**config.mk**
```make
export PLATFORM = sky130hd
export DESIGN_NAME = decode_top
export DESIGN_NICKNAME = d
export VERILOG_FILES = /design/src/isa_pkg.sv /design/src/mem_pkg.sv /design/src/dec_out.sv /design/src/decode_top.sv /design/src/idu.sv /design/src/ifu.sv /design/src/igu.sv
export SDC_FILE = /design/constraint.sdc
export NUM_CORES = 1
export LEC_CHECK = 0
export BUFFER_PORTS_ARGS = -buffer_cell sky130_fd_sc_hd__buf_4
export CAP_MARGIN = 30
export CORE_MARGIN = 2
export CORE_UTILIZATION = 30
export CTS_CLUSTER_DIAMETER = 60
export DETAILED_ROUTE_END_ITERATION = 16
export GPL_TIMING_DRIVEN = 0
export HOLD_SLACK_MARGIN = 0.03
export PLACE_DENSITY = 0.47
export SETUP_SLACK_MARGIN = 0.05
export SYNTH_ARGS = -nofsm -noshare
export SYNTH_HDL_FRONTEND = slang
export SYNTH_HIERARCHICAL = 1
export SYNTH_SLANG_ARGS = --single-unit
```
**constraint.sdc**
```tcl
create_clock -name clk_i -period 5.4 [get_ports clk_i]
set_input_delay 0.27 -clock clk_i [delete_from_list [all_inputs] [get_ports clk_i]]
set_output_delay 0.27 -clock clk_i [all_outputs]
set_load 0.05 [all_outputs]
```
**src/isa_pkg.sv**
```systemverilog
package isa_pkg;

    // base widths
    localparam int INST_W    = 32;
    localparam int REG_IDX_W = 5;
    localparam int IMM_W     = 64;

    typedef logic [INST_W-1:0]    inst_t;
    typedef logic [REG_IDX_W-1:0] reg_idx_t;
    typedef logic [IMM_W-1:0]     imm_t;

    // raw instruction fields
    typedef logic [6:0]  opcode_t;
    typedef logic [2:0]  funct3_t;
    typedef logic [6:0]  funct7_t;
    typedef logic [11:0] funct12_t;

    // decoded groups, one-hot, bit 0 first in the lists below
    // alu alui aluw aluiw branch jal jalr load store lui auipc sys csr
    typedef logic [12:0] opinfo_t;
    // add sub xor or and sll srl sra slt sltu mul mulh mulhsu mulhu div divu rem remu
    typedef logic [17:0] alu_op_t;
    // beq bne blt bge bltu bgeu
    typedef logic [5:0]  branch_op_t;
    // lb lh lw ld lbu lhu lwu
    typedef logic [6:0]  load_op_t;
    // sb sh sw sd
    typedef logic [3:0]  store_op_t;
    // ebreak ecall mret
    typedef logic [2:0]  sys_op_t;
    // csrrw csrrs
    typedef logic [1:0]  csr_op_t;
    // I S B U J
    typedef logic [4:0]  imm_sel_t;

    // bit positions inside imm_sel_t
    localparam int IMM_I = 0;
    localparam int IMM_S = 1;
    localparam int IMM_B = 2;
    localparam int IMM_U = 3;
    localparam int IMM_J = 4;

    // major opcodes
    localparam opcode_t OP_ALU    = 7'b0110011;
    localparam opcode_t OP_ALUI   = 7'b0010011;
    localparam opcode_t OP_ALUW   = 7'b0111011;
    localparam opcode_t OP_ALUIW  = 7'b0011011;
    localparam opcode_t OP_BRANCH = 7'b1100011;
    localparam opcode_t OP_JAL    = 7'b1101111;
    localparam opcode_t OP_JALR   = 7'b1100111;
    localparam opcode_t OP_LOAD   = 7'b0000011;
    localparam opcode_t OP_STORE  = 7'b0100011;
    localparam opcode_t OP_LUI    = 7'b0110111;
    localparam opcode_t OP_AUIPC  = 7'b0010111;
    localparam opcode_t OP_SYSTEM = 7'b1110011;

    // funct7 variants
    localparam funct7_t F7_BASE   = 7'b0000000;
    localparam funct7_t F7_ALT    = 7'b0100000;
    localparam funct7_t F7_MULDIV = 7'b0000001;

    // upper field of the privileged system words
    localparam funct12_t F12_ECALL  = 12'h000;
    localparam funct12_t F12_EBREAK = 12'h001;
    localparam funct12_t F12_MRET   = 12'h302;

endpackage

```
**src/mem_pkg.sv**
```systemverilog
package mem_pkg;

    localparam int ADDR_W = 64;
    localparam int MASK_W = 8;

    // bytes per fetched instruction word
    localparam int INST_BYTES = 4;

    typedef logic [ADDR_W-1:0] addr_t;
    typedef logic [MASK_W-1:0] mask_t;

    // first fetch address after reset
    localparam addr_t RESET_PC = 64'h0000_0000_8000_0000;

    // byte lane masks by access size
    localparam mask_t MASK_BYTE   = 8'h01;
    localparam mask_t MASK_HALF   = 8'h03;
    localparam mask_t MASK_WORD   = 8'h0F;
    localparam mask_t MASK_DOUBLE = 8'hFF;

endpackage

```
**src/dec_out.sv**
```systemverilog
`timescale 1ns/10ps

module dec_out import isa_pkg::*, mem_pkg::*; (
    input  logic       clk_i,
    input  logic       reset_i,

    // from fetch and decode
    input  logic       inst_valid_i,
    output logic       inst_take_o,
    input  addr_t      inst_pc_i,
    input  opinfo_t    opinfo_i,
    input  alu_op_t    alu_i,
    input  branch_op_t branch_i,
    input  load_op_t   load_i,
    input  store_op_t  store_i,
    input  sys_op_t    sys_i,
    input  csr_op_t    csr_i,
    input  logic       wen_reg_i,
    input  logic       wen_csr_i,
    input  reg_idx_t   rd_i,
    input  reg_idx_t   rs1_i,
    input  reg_idx_t   rs2_i,
    input  imm_t       imm_i,
    input  logic       is_load_signed_i,
    input  logic       wen_mem_i,
    input  logic       ren_mem_i,
    input  mask_t      mask_i,

    // registered decode towards the back end
    output opinfo_t    opinfo_o,
    output alu_op_t    alu_o,
    output branch_op_t branch_o,
    output load_op_t   load_o,
    output store_op_t  store_o,
    output sys_op_t    sys_o,
    output csr_op_t    csr_o,
    output logic       wen_reg_o,
    output logic       wen_csr_o,
    output reg_idx_t   rd_o,
    output reg_idx_t   rs1_o,
    output reg_idx_t   rs2_o,
    output imm_t       imm_o,
    output logic       is_load_signed_o,
    output logic       wen_mem_o,
    output logic       ren_mem_o,
    output mask_t      mask_o,
    output addr_t      pc_o,
    output logic       valid_o,
    input  logic       ready_i
);

    logic load_en;

    // slot is free or drains on this edge
    assign inst_take_o = ~valid_o | ready_i;
    assign load_en     = inst_valid_i & inst_take_o;

    always_ff @(posedge clk_i) begin
        if (reset_i) begin
            valid_o <= 1'b0;
        end else if (load_en) begin
            valid_o <= 1'b1;
        end else if (ready_i) begin
            valid_o <= 1'b0;
        end
    end

    // payload holds while stalled
    always_ff @(posedge clk_i) begin
        if (load_en) begin
            opinfo_o         <= opinfo_i;
            alu_o            <= alu_i;
            branch_o         <= branch_i;
            load_o           <= load_i;
            store_o          <= store_i;
            sys_o            <= sys_i;
            csr_o            <= csr_i;
            wen_reg_o        <= wen_reg_i;
            wen_csr_o        <= wen_csr_i;
            rd_o             <= rd_i;
            rs1_o            <= rs1_i;
            rs2_o            <= rs2_i;
            imm_o            <= imm_i;
            is_load_signed_o <= is_load_signed_i;
            wen_mem_o        <= wen_mem_i;
            ren_mem_o        <= ren_mem_i;
            mask_o           <= mask_i;
            pc_o             <= inst_pc_i;
        end
    end

endmodule

```
**src/decode_top.sv**
```systemverilog
`timescale 1ns/10ps

module decode_top import isa_pkg::*, mem_pkg::*; (
    input  logic       clk_i,
    input  logic       reset_i,

    // instruction fetch bus
    output logic       wb_cyc_o,
    output logic       wb_stb_o,
    output logic       wb_we_o,
    output addr_t      wb_adr_o,
    input  inst_t      wb_dat_i,
    input  logic       wb_ack_i,

    // decoded instruction stream
    output opinfo_t    opinfo_o,
    output alu_op_t    alu_o,
    output branch_op_t branch_o,
    output load_op_t   load_o,
    output store_op_t  store_o,
    output sys_op_t    sys_o,
    output csr_op_t    csr_o,
    output logic       wen_reg_o,
    output logic       wen_csr_o,
    output reg_idx_t   rd_o,
    output reg_idx_t   rs1_o,
    output reg_idx_t   rs2_o,
    output imm_t       imm_o,
    output logic       is_load_signed_o,
    output logic       wen_mem_o,
    output logic       ren_mem_o,
    output mask_t      mask_o,
    output addr_t      pc_o,
    output logic       valid_o,
    input  logic       ready_i
);

    // fetch to decode hand-off
    logic       inst_valid;
    logic       inst_take;
    inst_t      inst;
    addr_t      inst_pc;

    // combinational decode results
    opinfo_t    dec_opinfo;
    alu_op_t    dec_alu;
    branch_op_t dec_branch;
    load_op_t   dec_load;
    store_op_t  dec_store;
    sys_op_t    dec_sys;
    csr_op_t    dec_csr;
    logic       dec_wen_reg;
    logic       dec_wen_csr;
    reg_idx_t   dec_rd;
    reg_idx_t   dec_rs1;
    reg_idx_t   dec_rs2;
    imm_t       dec_imm;
    logic       dec_load_signed;
    logic       dec_wen_mem;
    logic       dec_ren_mem;
    mask_t      dec_mask;

    ifu i_ifu (
        .clk_i        (clk_i),
        .reset_i      (reset_i),
        .wb_cyc_o     (wb_cyc_o),
        .wb_stb_o     (wb_stb_o),
        .wb_we_o      (wb_we_o),
        .wb_adr_o     (wb_adr_o),
        .wb_dat_i     (wb_dat_i),
        .wb_ack_i     (wb_ack_i),
        .inst_valid_o (inst_valid),
        .inst_o       (inst),
        .inst_pc_o    (inst_pc),
        .inst_take_i  (inst_take)
    );

    idu i_idu (
        .inst_i           (inst),
        .opinfo_o         (dec_opinfo),
        .alu_o            (dec_alu),
        .branch_o         (dec_branch),
        .load_o           (dec_load),
        .store_o          (dec_store),
        .sys_o            (dec_sys),
        .csr_o            (dec_csr),
        .wen_reg_o        (dec_wen_reg),
        .wen_csr_o        (dec_wen_csr),
        .rd_o             (dec_rd),
        .rs1_o            (dec_rs1),
        .rs2_o            (dec_rs2),
        .imm_o            (dec_imm),
        .is_load_signed_o (dec_load_signed),
        .wen_mem_o        (dec_wen_mem),
        .ren_mem_o        (dec_ren_mem),
        .mask_o           (dec_mask)
    );

    dec_out i_dec_out (
        .clk_i   (clk_i),
        .reset_i (reset_i),
        .inst_valid_i (inst_valid), .inst_take_o (inst_take), .inst_pc_i (inst_pc),
        .opinfo_i (dec_opinfo), .alu_i (dec_alu), .branch_i (dec_branch),
        .load_i (dec_load), .store_i (dec_store), .sys_i (dec_sys), .csr_i (dec_csr),
        .wen_reg_i (dec_wen_reg), .wen_csr_i (dec_wen_csr),
        .rd_i (dec_rd), .rs1_i (dec_rs1), .rs2_i (dec_rs2), .imm_i (dec_imm),
        .is_load_signed_i (dec_load_signed), .wen_mem_i (dec_wen_mem),
        .ren_mem_i (dec_ren_mem), .mask_i (dec_mask),
        .opinfo_o (opinfo_o), .alu_o (alu_o), .branch_o (branch_o),
        .load_o (load_o), .store_o (store_o), .sys_o (sys_o), .csr_o (csr_o),
        .wen_reg_o (wen_reg_o), .wen_csr_o (wen_csr_o),
        .rd_o (rd_o), .rs1_o (rs1_o), .rs2_o (rs2_o), .imm_o (imm_o),
        .is_load_signed_o (is_load_signed_o), .wen_mem_o (wen_mem_o),
        .ren_mem_o (ren_mem_o), .mask_o (mask_o),
        .pc_o    (pc_o),
        .valid_o (valid_o),
        .ready_i (ready_i)
    );

endmodule

```
**src/idu.sv**
```systemverilog
`timescale 1ns/10ps

module idu import isa_pkg::*, mem_pkg::*; (
    input  inst_t      inst_i,

    output opinfo_t    opinfo_o,
    output alu_op_t    alu_o,
    output branch_op_t branch_o,
    output load_op_t   load_o,
    output store_op_t  store_o,
    output sys_op_t    sys_o,
    output csr_op_t    csr_o,

    output logic       wen_reg_o,
    output logic       wen_csr_o,
    output reg_idx_t   rd_o,
    output reg_idx_t   rs1_o,
    output reg_idx_t   rs2_o,
    output imm_t       imm_o,

    output logic       is_load_signed_o,
    output logic       wen_mem_o,
    output logic       ren_mem_o,
    output mask_t      mask_o
);

    opcode_t  opcode;
    funct3_t  funct3;
    funct7_t  funct7;
    funct12_t funct12;
    logic [7:0] f3_hot;
    imm_sel_t imm_sel;

    assign opcode  = inst_i[6:0];
    assign funct3  = inst_i[14:12];
    assign funct7  = inst_i[31:25];
    assign funct12 = inst_i[31:20];
    assign rd_o    = inst_i[11:7];
    assign rs1_o   = inst_i[19:15];
    assign rs2_o   = inst_i[24:20];

    // funct3 as one-hot, indexed by its value
    assign f3_hot = 8'b1 << funct3;

    // instruction class
    wire is_alu    = (opcode == OP_ALU);
    wire is_alui   = (opcode == OP_ALUI);
    wire is_aluw   = (opcode == OP_ALUW);
    wire is_aluiw  = (opcode == OP_ALUIW);
    wire is_branch = (opcode == OP_BRANCH);
    wire is_jal    = (opcode == OP_JAL);
    wire is_jalr   = (opcode == OP_JALR);
    wire is_load   = (opcode == OP_LOAD);
    wire is_store  = (opcode == OP_STORE);
    wire is_lui    = (opcode == OP_LUI);
    wire is_auipc  = (opcode == OP_AUIPC);
    // sys and csr sit on the same opcode
    wire is_system = (opcode == OP_SYSTEM);

    wire f7_base   = (funct7 == F7_BASE);
    wire f7_alt    = (funct7 == F7_ALT);
    wire f7_muldiv = (funct7 == F7_MULDIV);

    // register forms, immediate forms, and all four for shifts
    wire reg_form  = is_alu | is_aluw;
    wire imm_form  = is_alui | is_aluiw;
    wire any_alu   = reg_form | imm_form;

    assign opinfo_o = {
        is_system,
        is_system,
        is_auipc,
        is_lui,
        is_store,
        is_load,
        is_jalr,
        is_jal,
        is_branch,
        is_aluiw,
        is_aluw,
        is_alui,
        is_alu
    };

    // word and immediate variants fold into the base op bit
    wire op_add  = (reg_form & f3_hot[0] & f7_base) | (imm_form & f3_hot[0]);
    wire op_sub  = reg_form & f3_hot[0] & f7_alt;
    wire op_xor  = (is_alu & f3_hot[4] & f7_base) | (is_alui & f3_hot[4]);
    wire op_or   = (is_alu & f3_hot[6] & f7_base) | (is_alui & f3_hot[6]);
    wire op_and  = (is_alu & f3_hot[7] & f7_base) | (is_alui & f3_hot[7]);
    wire op_sll  = any_alu & f3_hot[1] & f7_base;
    wire op_srl  = any_alu & f3_hot[5] & f7_base;
    wire op_sra  = any_alu & f3_hot[5] & f7_alt;
    wire op_slt  = (is_alu & f3_hot[2] & f7_base) | (is_alui & f3_hot[2]);
    wire op_sltu = (is_alu & f3_hot[3] & f7_base) | (is_alui & f3_hot[3]);

    // mul through remu follow funct3 order directly
    assign alu_o = {
        {8{is_alu & f7_muldiv}} & f3_hot,
        op_sltu,
        op_slt,
        op_sra,
        op_srl,
        op_sll,
        op_and,
        op_or,
        op_xor,
        op_sub,
        op_add
    };

    // funct3 2 and 3 are unused for branches
    assign branch_o = {6{is_branch}} & {f3_hot[7:4], f3_hot[1:0]};
    assign load_o   = {7{is_load}} & f3_hot[6:0];
    assign store_o  = {4{is_store}} & f3_hot[3:0];

    assign sys_o = {
        is_system & f3_hot[0] & (funct12 == F12_MRET),
        is_system & f3_hot[0] & (funct12 == F12_ECALL),
        is_system & f3_hot[0] & (funct12 == F12_EBREAK)
    };
    assign csr_o = {2{is_system}} & f3_hot[2:1];

    assign wen_reg_o = ~(is_branch | is_store | is_system);
    assign wen_csr_o = is_system;

    // system words also take the I layout for the csr address
    assign imm_sel = {
        is_jal,
        is_lui | is_auipc,
        is_branch,
        is_store,
        is_alui | is_aluiw | is_load | is_jalr | is_system
    };

    igu i_igu (
        .imm_sel_i (imm_sel),
        .inst_i    (inst_i),
        .imm_o     (imm_o)
    );

    // memory side
    wire size_byte   = load_o[0] | load_o[4] | store_o[0];
    wire size_half   = load_o[1] | load_o[5] | store_o[1];
    wire size_word   = load_o[2] | load_o[6] | store_o[2];
    wire size_double = load_o[3] | store_o[3];

    assign is_load_signed_o = |load_o[3:0];
    assign ren_mem_o        = is_load;
    assign wen_mem_o        = is_store;

    assign mask_o = ({MASK_W{size_byte}}   & MASK_BYTE)
                  | ({MASK_W{size_half}}   & MASK_HALF)
                  | ({MASK_W{size_word}}   & MASK_WORD)
                  | ({MASK_W{size_double}} & MASK_DOUBLE);

endmodule

```
**src/ifu.sv**
```systemverilog
`timescale 1ns/10ps

module ifu import isa_pkg::*, mem_pkg::*; (
    input  logic  clk_i,
    input  logic  reset_i,

    // wishbone classic fetch master
    output logic  wb_cyc_o,
    output logic  wb_stb_o,
    output logic  wb_we_o,
    output addr_t wb_adr_o,
    input  inst_t wb_dat_i,
    input  logic  wb_ack_i,

    // fetched word towards decode
    output logic  inst_valid_o,
    output inst_t inst_o,
    output addr_t inst_pc_o,
    input  logic  inst_take_i
);

    typedef enum logic {
        S_IDLE,
        S_REQ
    } state_t;

    state_t state_q;
    state_t state_d;
    addr_t  pc_q;
    logic   hold_valid_q;
    logic   room;
    logic   ack_hit;

    // holding register is empty or leaves this cycle
    assign room    = ~hold_valid_q | inst_take_i;
    assign ack_hit = (state_q == S_REQ) & wb_ack_i;

    assign wb_cyc_o     = (state_q == S_REQ);
    assign wb_stb_o     = (state_q == S_REQ);
    assign wb_we_o      = 1'b0;
    assign wb_adr_o     = pc_q;
    assign inst_valid_o = hold_valid_q;

    always_comb begin
        state_d = state_q;
        case (state_q)
            S_IDLE: begin
                if (room) begin
                    state_d = S_REQ;
                end
            end
            S_REQ: begin
                // strobes drop in the cycle after ack
                if (wb_ack_i) begin
                    state_d = S_IDLE;
                end
            end
            default: state_d = S_IDLE;
        endcase
    end

    always_ff @(posedge clk_i) begin
        if (reset_i) begin
            state_q      <= S_IDLE;
            pc_q         <= RESET_PC;
            hold_valid_q <= 1'b0;
        end else begin
            state_q <= state_d;
            if (ack_hit) begin
                pc_q         <= pc_q + addr_t'(INST_BYTES);
                hold_valid_q <= 1'b1;
            end else if (inst_take_i) begin
                hold_valid_q <= 1'b0;
            end
        end
    end

    // returned word and the address it came from
    always_ff @(posedge clk_i) begin
        if (ack_hit) begin
            inst_o    <= wb_dat_i;
            inst_pc_o <= pc_q;
        end
    end

endmodule

```
**src/igu.sv**
```systemverilog
`timescale 1ns/10ps

module igu import isa_pkg::*; (
    input  imm_sel_t imm_sel_i,
    input  inst_t    inst_i,
    output imm_t     imm_o
);

    logic sign;
    imm_t fmt_i;
    imm_t fmt_s;
    imm_t fmt_b;
    imm_t fmt_u;
    imm_t fmt_j;

    // every format takes its sign from bit 31
    assign sign = inst_i[31];

    assign fmt_i = {{(IMM_W-12){sign}}, inst_i[31:20]};
    assign fmt_s = {{(IMM_W-12){sign}}, inst_i[31:25], inst_i[11:7]};
    // branch and jump offsets are in half-words, bit 0 stays zero
    assign fmt_b = {{(IMM_W-13){sign}}, inst_i[31], inst_i[7], inst_i[30:25],
                    inst_i[11:8], 1'b0};
    assign fmt_u = {{(IMM_W-32){sign}}, inst_i[31:12], 12'b0};
    assign fmt_j = {{(IMM_W-21){sign}}, inst_i[31], inst_i[19:12], inst_i[20],
                    inst_i[30:21], 1'b0};

    // one-hot select, no format gives zero
    assign imm_o = ({IMM_W{imm_sel_i[IMM_I]}} & fmt_i)
                 | ({IMM_W{imm_sel_i[IMM_S]}} & fmt_s)
                 | ({IMM_W{imm_sel_i[IMM_B]}} & fmt_b)
                 | ({IMM_W{imm_sel_i[IMM_U]}} & fmt_u)
                 | ({IMM_W{imm_sel_i[IMM_J]}} & fmt_j);

endmodule

```
# Word level (Yosys, flattened, before mapping)
# Index checks and enable logic that the tools add are counted.
# word_totals
elab_cells	130
out_inout_bits	277
in_bits	36
ff_bits	371
# op_classes
shift	1
n_reduce_logical	5
muxes	7
n_bitwise	76
addsub	1
eq_ne	16
# ops
cell	count
64-bit bitwise AND	5
64-bit bitwise OR	4
64-bit by 3-bit adder with 64-bit output, second input constant	1
7-bit by 6-bit equality test with 1-bit output, second input constant	5
1-bit bitwise AND	31
7-bit equality test, second input constant	4
1-bit bitwise OR	24
7-bit by 5-bit equality test with 1-bit output, second input constant	3
12-bit by 1-bit equality test with 1-bit output, second input constant	1
12-bit by 10-bit equality test with 1-bit output, second input constant	1
12-bit logical NOT	1
8-bit bitwise AND	1
4-bit by 8-bit bitwise OR with 8-bit output	1
1-bit by 3-bit left shift with 8-bit output, first input constant	1
7-bit bitwise AND	1
7-bit by 1-bit equality test with 1-bit output, second input constant	1
7-bit by 2-bit equality test with 1-bit output, second input constant	1
7-bit logical NOT	1
6-bit bitwise AND	1
1-bit two-way mux	6
4-bit bitwise AND	1
1-bit inverter	4
2-bit by 4-bit bitwise OR with 4-bit output	1
2-bit nonzero test	2
other kinds (4)	4

# Logic depth before layout (Yosys ltp)
# depth
depth_word	10
mapped_depth	9
ltp_nobuf	6

# Hierarchy
# The synthesis kept the hierarchy.
# modules_own_cells
module	area_each_um2	seq_area_each_um2	instances	cells_per_inst
dec_out	6331.1	6296.0	1	214
ifu	5790.6	4103.9	1	448
idu	958.4	0.0	1	164
igu	565.5	0.0	1	87

# Worst setup path before layout
# OpenSTA, ideal clock, no wires.
# synth_path
path_type	register to register
startpoint	register i_ifu.state_q (netlist: i_ifu/wb_cyc_o)
endpoint	register i_ifu.pc_q[5] (netlist: i_ifu/wb_adr_o[5])
slack_ps	1999
t_required_ps	5335
setup_time_ps	65
period_less_slack_ps	3401
path_stages_with_launch	6
n_path_buf	0
arrival_time_ps	3336
cell_sequence	dfxtp_1 nand2_1 inv_1 nand4_1 xor2_1 nor2_1
# synth_between
elab_chain_len	1
# synth_rtl
item	line_no	source
start: declaration	ifu.sv:27	state_t state_q;
start signal: assignment	ifu.sv:68	state_q <= state_d;
1-bit bitwise AND	ifu.sv:36	assign ack_hit = (state_q == S_REQ) & wb_ack_i;
via i_ifu.ack_hit	ifu.sv:32	logic ack_hit;
end signal: assignment	ifu.sv:70	pc_q <= pc_q + addr_t'(INST_BYTES);
end: declaration	ifu.sv:29	addr_t pc_q;
# The timed path passes the listed nets, and every way through them passes these cells.
# A chain may end at the register's enable or synchronous reset.

# Worst setup path in the final report
# layout_path
startpoint	register i_ifu.inst_o[1]
endpoint	register i_dec_out.imm_o[63], data pin
# layout_between
elab_cells_between_ends	24
classes_between	10 x eq/ne; 14 x bitwise
# layout_lines
item	line_no	source
start: declaration	ifu.sv:17	output inst_t inst_o,
start signal: assignment	ifu.sv:81	inst_o <= wb_dat_i;
7-bit equality test	idu.sv:50	wire is_branch = (opcode == OP_BRANCH);
via i_idu.imm_sel[2]	idu.sv:32	imm_sel_t imm_sel;
64-bit bitwise AND	igu.sv:31	| ({IMM_W{imm_sel_i[IMM_B]}} & fmt_b)
64-bit bitwise OR	igu.sv:31	
64-bit bitwise OR	igu.sv:32	| ({IMM_W{imm_sel_i[IMM_U]}} & fmt_u)
64-bit bitwise OR	igu.sv:33	| ({IMM_W{imm_sel_i[IMM_J]}} & fmt_j);
via dec_imm[63]	decode_top.sv:57	imm_t dec_imm;
end signal: assignment	dec_out.sv:83	imm_o <= imm_i;
end: declaration	dec_out.sv:42	output imm_t imm_o,
# The timed path passes the listed nets, and every way through them passes these cells.

==> impl_metrics.yaml <==
yosys:
  synth_flop_cell: "edfxtp_1"
  synth-edff-count: 303
  yosysSeqAreaShare_pct: 76.2
  avgSynthCellArea_sq_um: 14.9
  post_synth_num_cell_types: 54
  ys_async_sr_fraction_pct: 0
  ys_warn_count: 6
  synthesis.area_sq_um: 13600
  synthCells: 913
  synth-seq-cells: 368
min_path:
  hold_path_depth: 3
  hold_class: "input port to flip-flop"
route:
  first_pass_iters: 5
  vias: 8567
  vias_per_cell: 4.39
  routedWlPerCell_um: 17.4
  wl_mm: 34.0
  drtIter0Drc: 456
  detail-route-antenna-nets: 0
  drc: 0
setup_path:
  worstRegToRegCells: 10
  required_ns: 5.71
  worst_setup_path_end_kind: "flip-flop"
  cp-start-kind: "flip-flop"
  arrival_ns: 3.35
  crit_path_max_fanout: 23
  crit_type: "flip-flop to flip-flop"
placement:
  portBuffers: 309
  place_area_sq_um: 16900
  post-place-ws_ns: 2.36
  gp_congestion: 0.745
  dp_hpwl_mm: 23.4
grt:
  grt_max_degree: 68
  grt_pass1_wl_mm: 51.3
  grt_antenna_before_repair: 0
  track_usage_pct: 14.2
  grt.overflow.total: 0
  grt_pass1_vias: 8448
floorplan:
  core-area_sq_um: 45100
  ioPinCount: 313
  initial_core_util_pct: 30.3
  rows: 78
  die_h_um: 217
  die_w_um: 217
  dieArea_sq_um: 47200
sta:
  layout_setup_ws_ns: 2.36
  final-setup-viol-count: 0
  finalHoldViolations: 0
  worst_pin_slew_ns: 0.848
  rsz0062_at_grt: "false"
  clock_skew_ns: 0.0333
  min_period_ns: 3.04
  period_share_pct: 56.2
  tns_ns: 0
  fmax_mhz: 329
  slew_headroom_pct: 43.1
  report.final.slew_viol_count: 0
clock_network:
  cts_tree: "yes"
  htree_levels: 2
  clock_latency_ns: 0.58
  cts.sinks: 368
  post-cts-setup-buffers: 0
  clk_pin_slew_worst_paths_ns: 0.06
  cts-buffers-inserted: 47
  ctsRootBufferMaster: "clkbuf_16"
  cts_buffer_depth: 3
layout:
  mostFrequentLayoutCell: "buf_4"
  antenna-diode-count: 0
  drive_above_1_share_pct: 36.9
  final_cell_mix: "buf_4, edfxtp_1, nor2_1"
  utilization_pct: 41.6
  fin_nets: 1351
  area_growth_pct: 37.6
  nFillCells: 4262
  design_area_sq_um: 18800
pwr:
  finalPower_uw: 6730
  p_leak_uw: 0.00700
  power.density_nw_per_um2: 358
  peakVddDrop_mv: 0.228
outcome:
  status: "finished clean"
run:
  maxCapViolCount: 0
## metrics by stage
stage | cells | hold WS, ns
floorplan | 917 | 0.332
finish | 1951 | 0.0875
global placement | 1826 | 0.401
CTS | 1951 | 0.0490
global route | 1951 | 0.0749
detailed placement | 1831 | 0.405
## final cells by class
| cell class | count | area [sq um] | share of cell area (%) |
|---|---|---|---|
| Clock inverter | 32 | 332 | 1.77 |
| Multi-Input combinational cell | 420 | 2450 | 13.0 |
| Sequential cell | 368 | 10400 | 55.4 |
| Inverter | 19 | 73.8 | 0.393 |
| Timing Repair Buffer | 348 | 2800 | 14.9 |
| Buffer | 110 | 739 | 3.94 |
| Tap cell | 600 | 751 | 4.00 |
| Clock buffer | 54 | 1230 | 6.57 |
## timing repair
action / CTS / global route
hold buffers: 34 / 0
resized for setup: 0 / 0
endpoints found under the hold margin: 33 / 0
endpoints found under the setup margin: 0 / 0
## cell families (layout without fill, tap and decap cells)
kind of cell	count (synthesis)	count (layout)	share of synthesized area, %
AND/OR/NAND/NOR	295	295	11.7
AO/OA/AOI/OAI	89	89	4.05
XOR/XNOR	29	29	1.86
buffers and inverters	129	563	5.94
multiplexers	1	1	0.0825
flip-flops	368	368	76.2
adder cells (fa/ha/maj)	1	1	0.0917
other	1	5	0.0275
## registers in the layout (all words and copies together), names as in the netlist, 7 cells and up
signal	flops
i_dec_out/alu_o	18
i_dec_out/load_o	7
i_dec_out/opinfo_o	13
i_ifu/wb_adr_o	62
i_ifu/inst_pc_o	62
i_dec_out/mask_o	8
i_dec_out/imm_o	64
i_dec_out/pc_o	64
i_ifu/inst_o	32
## layer usage
layer | vias up | part of all wire [%] | track usage, % | wire, um
li1 | 4107 | - | - | -
met1 | 4123 | 43 | 18.4 | 14600
met2 | 288 | 46 | 22.2 | 15700
met3 | 49 | 8.7 | 4.78 | 2960
met4 | 0 | 2.1 | 5.05 | 713
met5 | - | 0 | 0 | 0
## where the power goes
part / total (uW) / internal [uW] / leakage [uW] / switching (uW)
sequential: 3170 / 3140 / 0.00323 / 32.1
combinational: 446 / 136 / 0.00301 / 310
clock: 3110 / 1860 / 0.000767 / 1250
total: 6730 / 5130 / 0.00700 / 1590
## worst max-delay path: stages (launching register included)
cell       delay (ns)
edfxtp_1         0.46
nand4bb_1        0.14
clkbuf_1         0.34
or3_1            0.17
clkbuf_1         0.30
inv_1            0.21
o31a_1           0.27
buf_2            0.19
a21o_1           0.34
buf_16           0.23
buf_4            0.13
## synthesized netlist by cell type, types with 2 or more instances
cell type	n	area, sq um
and4_1	7	61.3
nor4_2	3	37.5
nor2b_1	7	43.8
buf_2	3	15.0
or4_1	12	90.1
a21o_1	10	75.1
nor3_1	9	45.0
dfxtp_1	65	1300
a22o_1	5	43.8
nand2b_1	2	12.5
nand2_1	58	218
or3_1	22	138
nand3_1	24	120
and2_1	3	18.8
nor2_1	84	315
o21ai_0	21	105
edfxtp_1	303	9100
xor2_1	19	166
nand4_2	4	50.1
o31ai_1	12	90.1
or2_2	3	18.8
nand4_1	19	119
xnor2_1	10	87.6
clkbuf_1	23	86.3
nor4_1	11	68.8
nand4b_1	3	26.3
nand4bb_1	2	22.5
nand3b_1	7	52.6
buf_6	2	22.5
inv_1	19	71.3
a21oi_1	33	165
buf_4	82	616
and3_1	5	31.3
## path summary, 6_finish.rpt
kind / startpoint / endpoint / slack, ns
hold / removal: wb_ack_i / i_ifu/inst_valid_o$_SDFFE_PP0P_ / 0.09
setup reg to reg: i_ifu/inst_o[1]$_DFFE_PP_ / i_dec_out/imm_o[63]$_DFFE_PP_ / 2.36
hold reg to reg: i_ifu/inst_pc_o[3]$_DFFE_PP_ / i_dec_out/pc_o[3]$_DFFE_PP_ / 0.41
setup / recovery: i_ifu/inst_o[1]$_DFFE_PP_ / i_dec_out/imm_o[63]$_DFFE_PP_ / 2.36
Power figures use the tool's default switching activity.
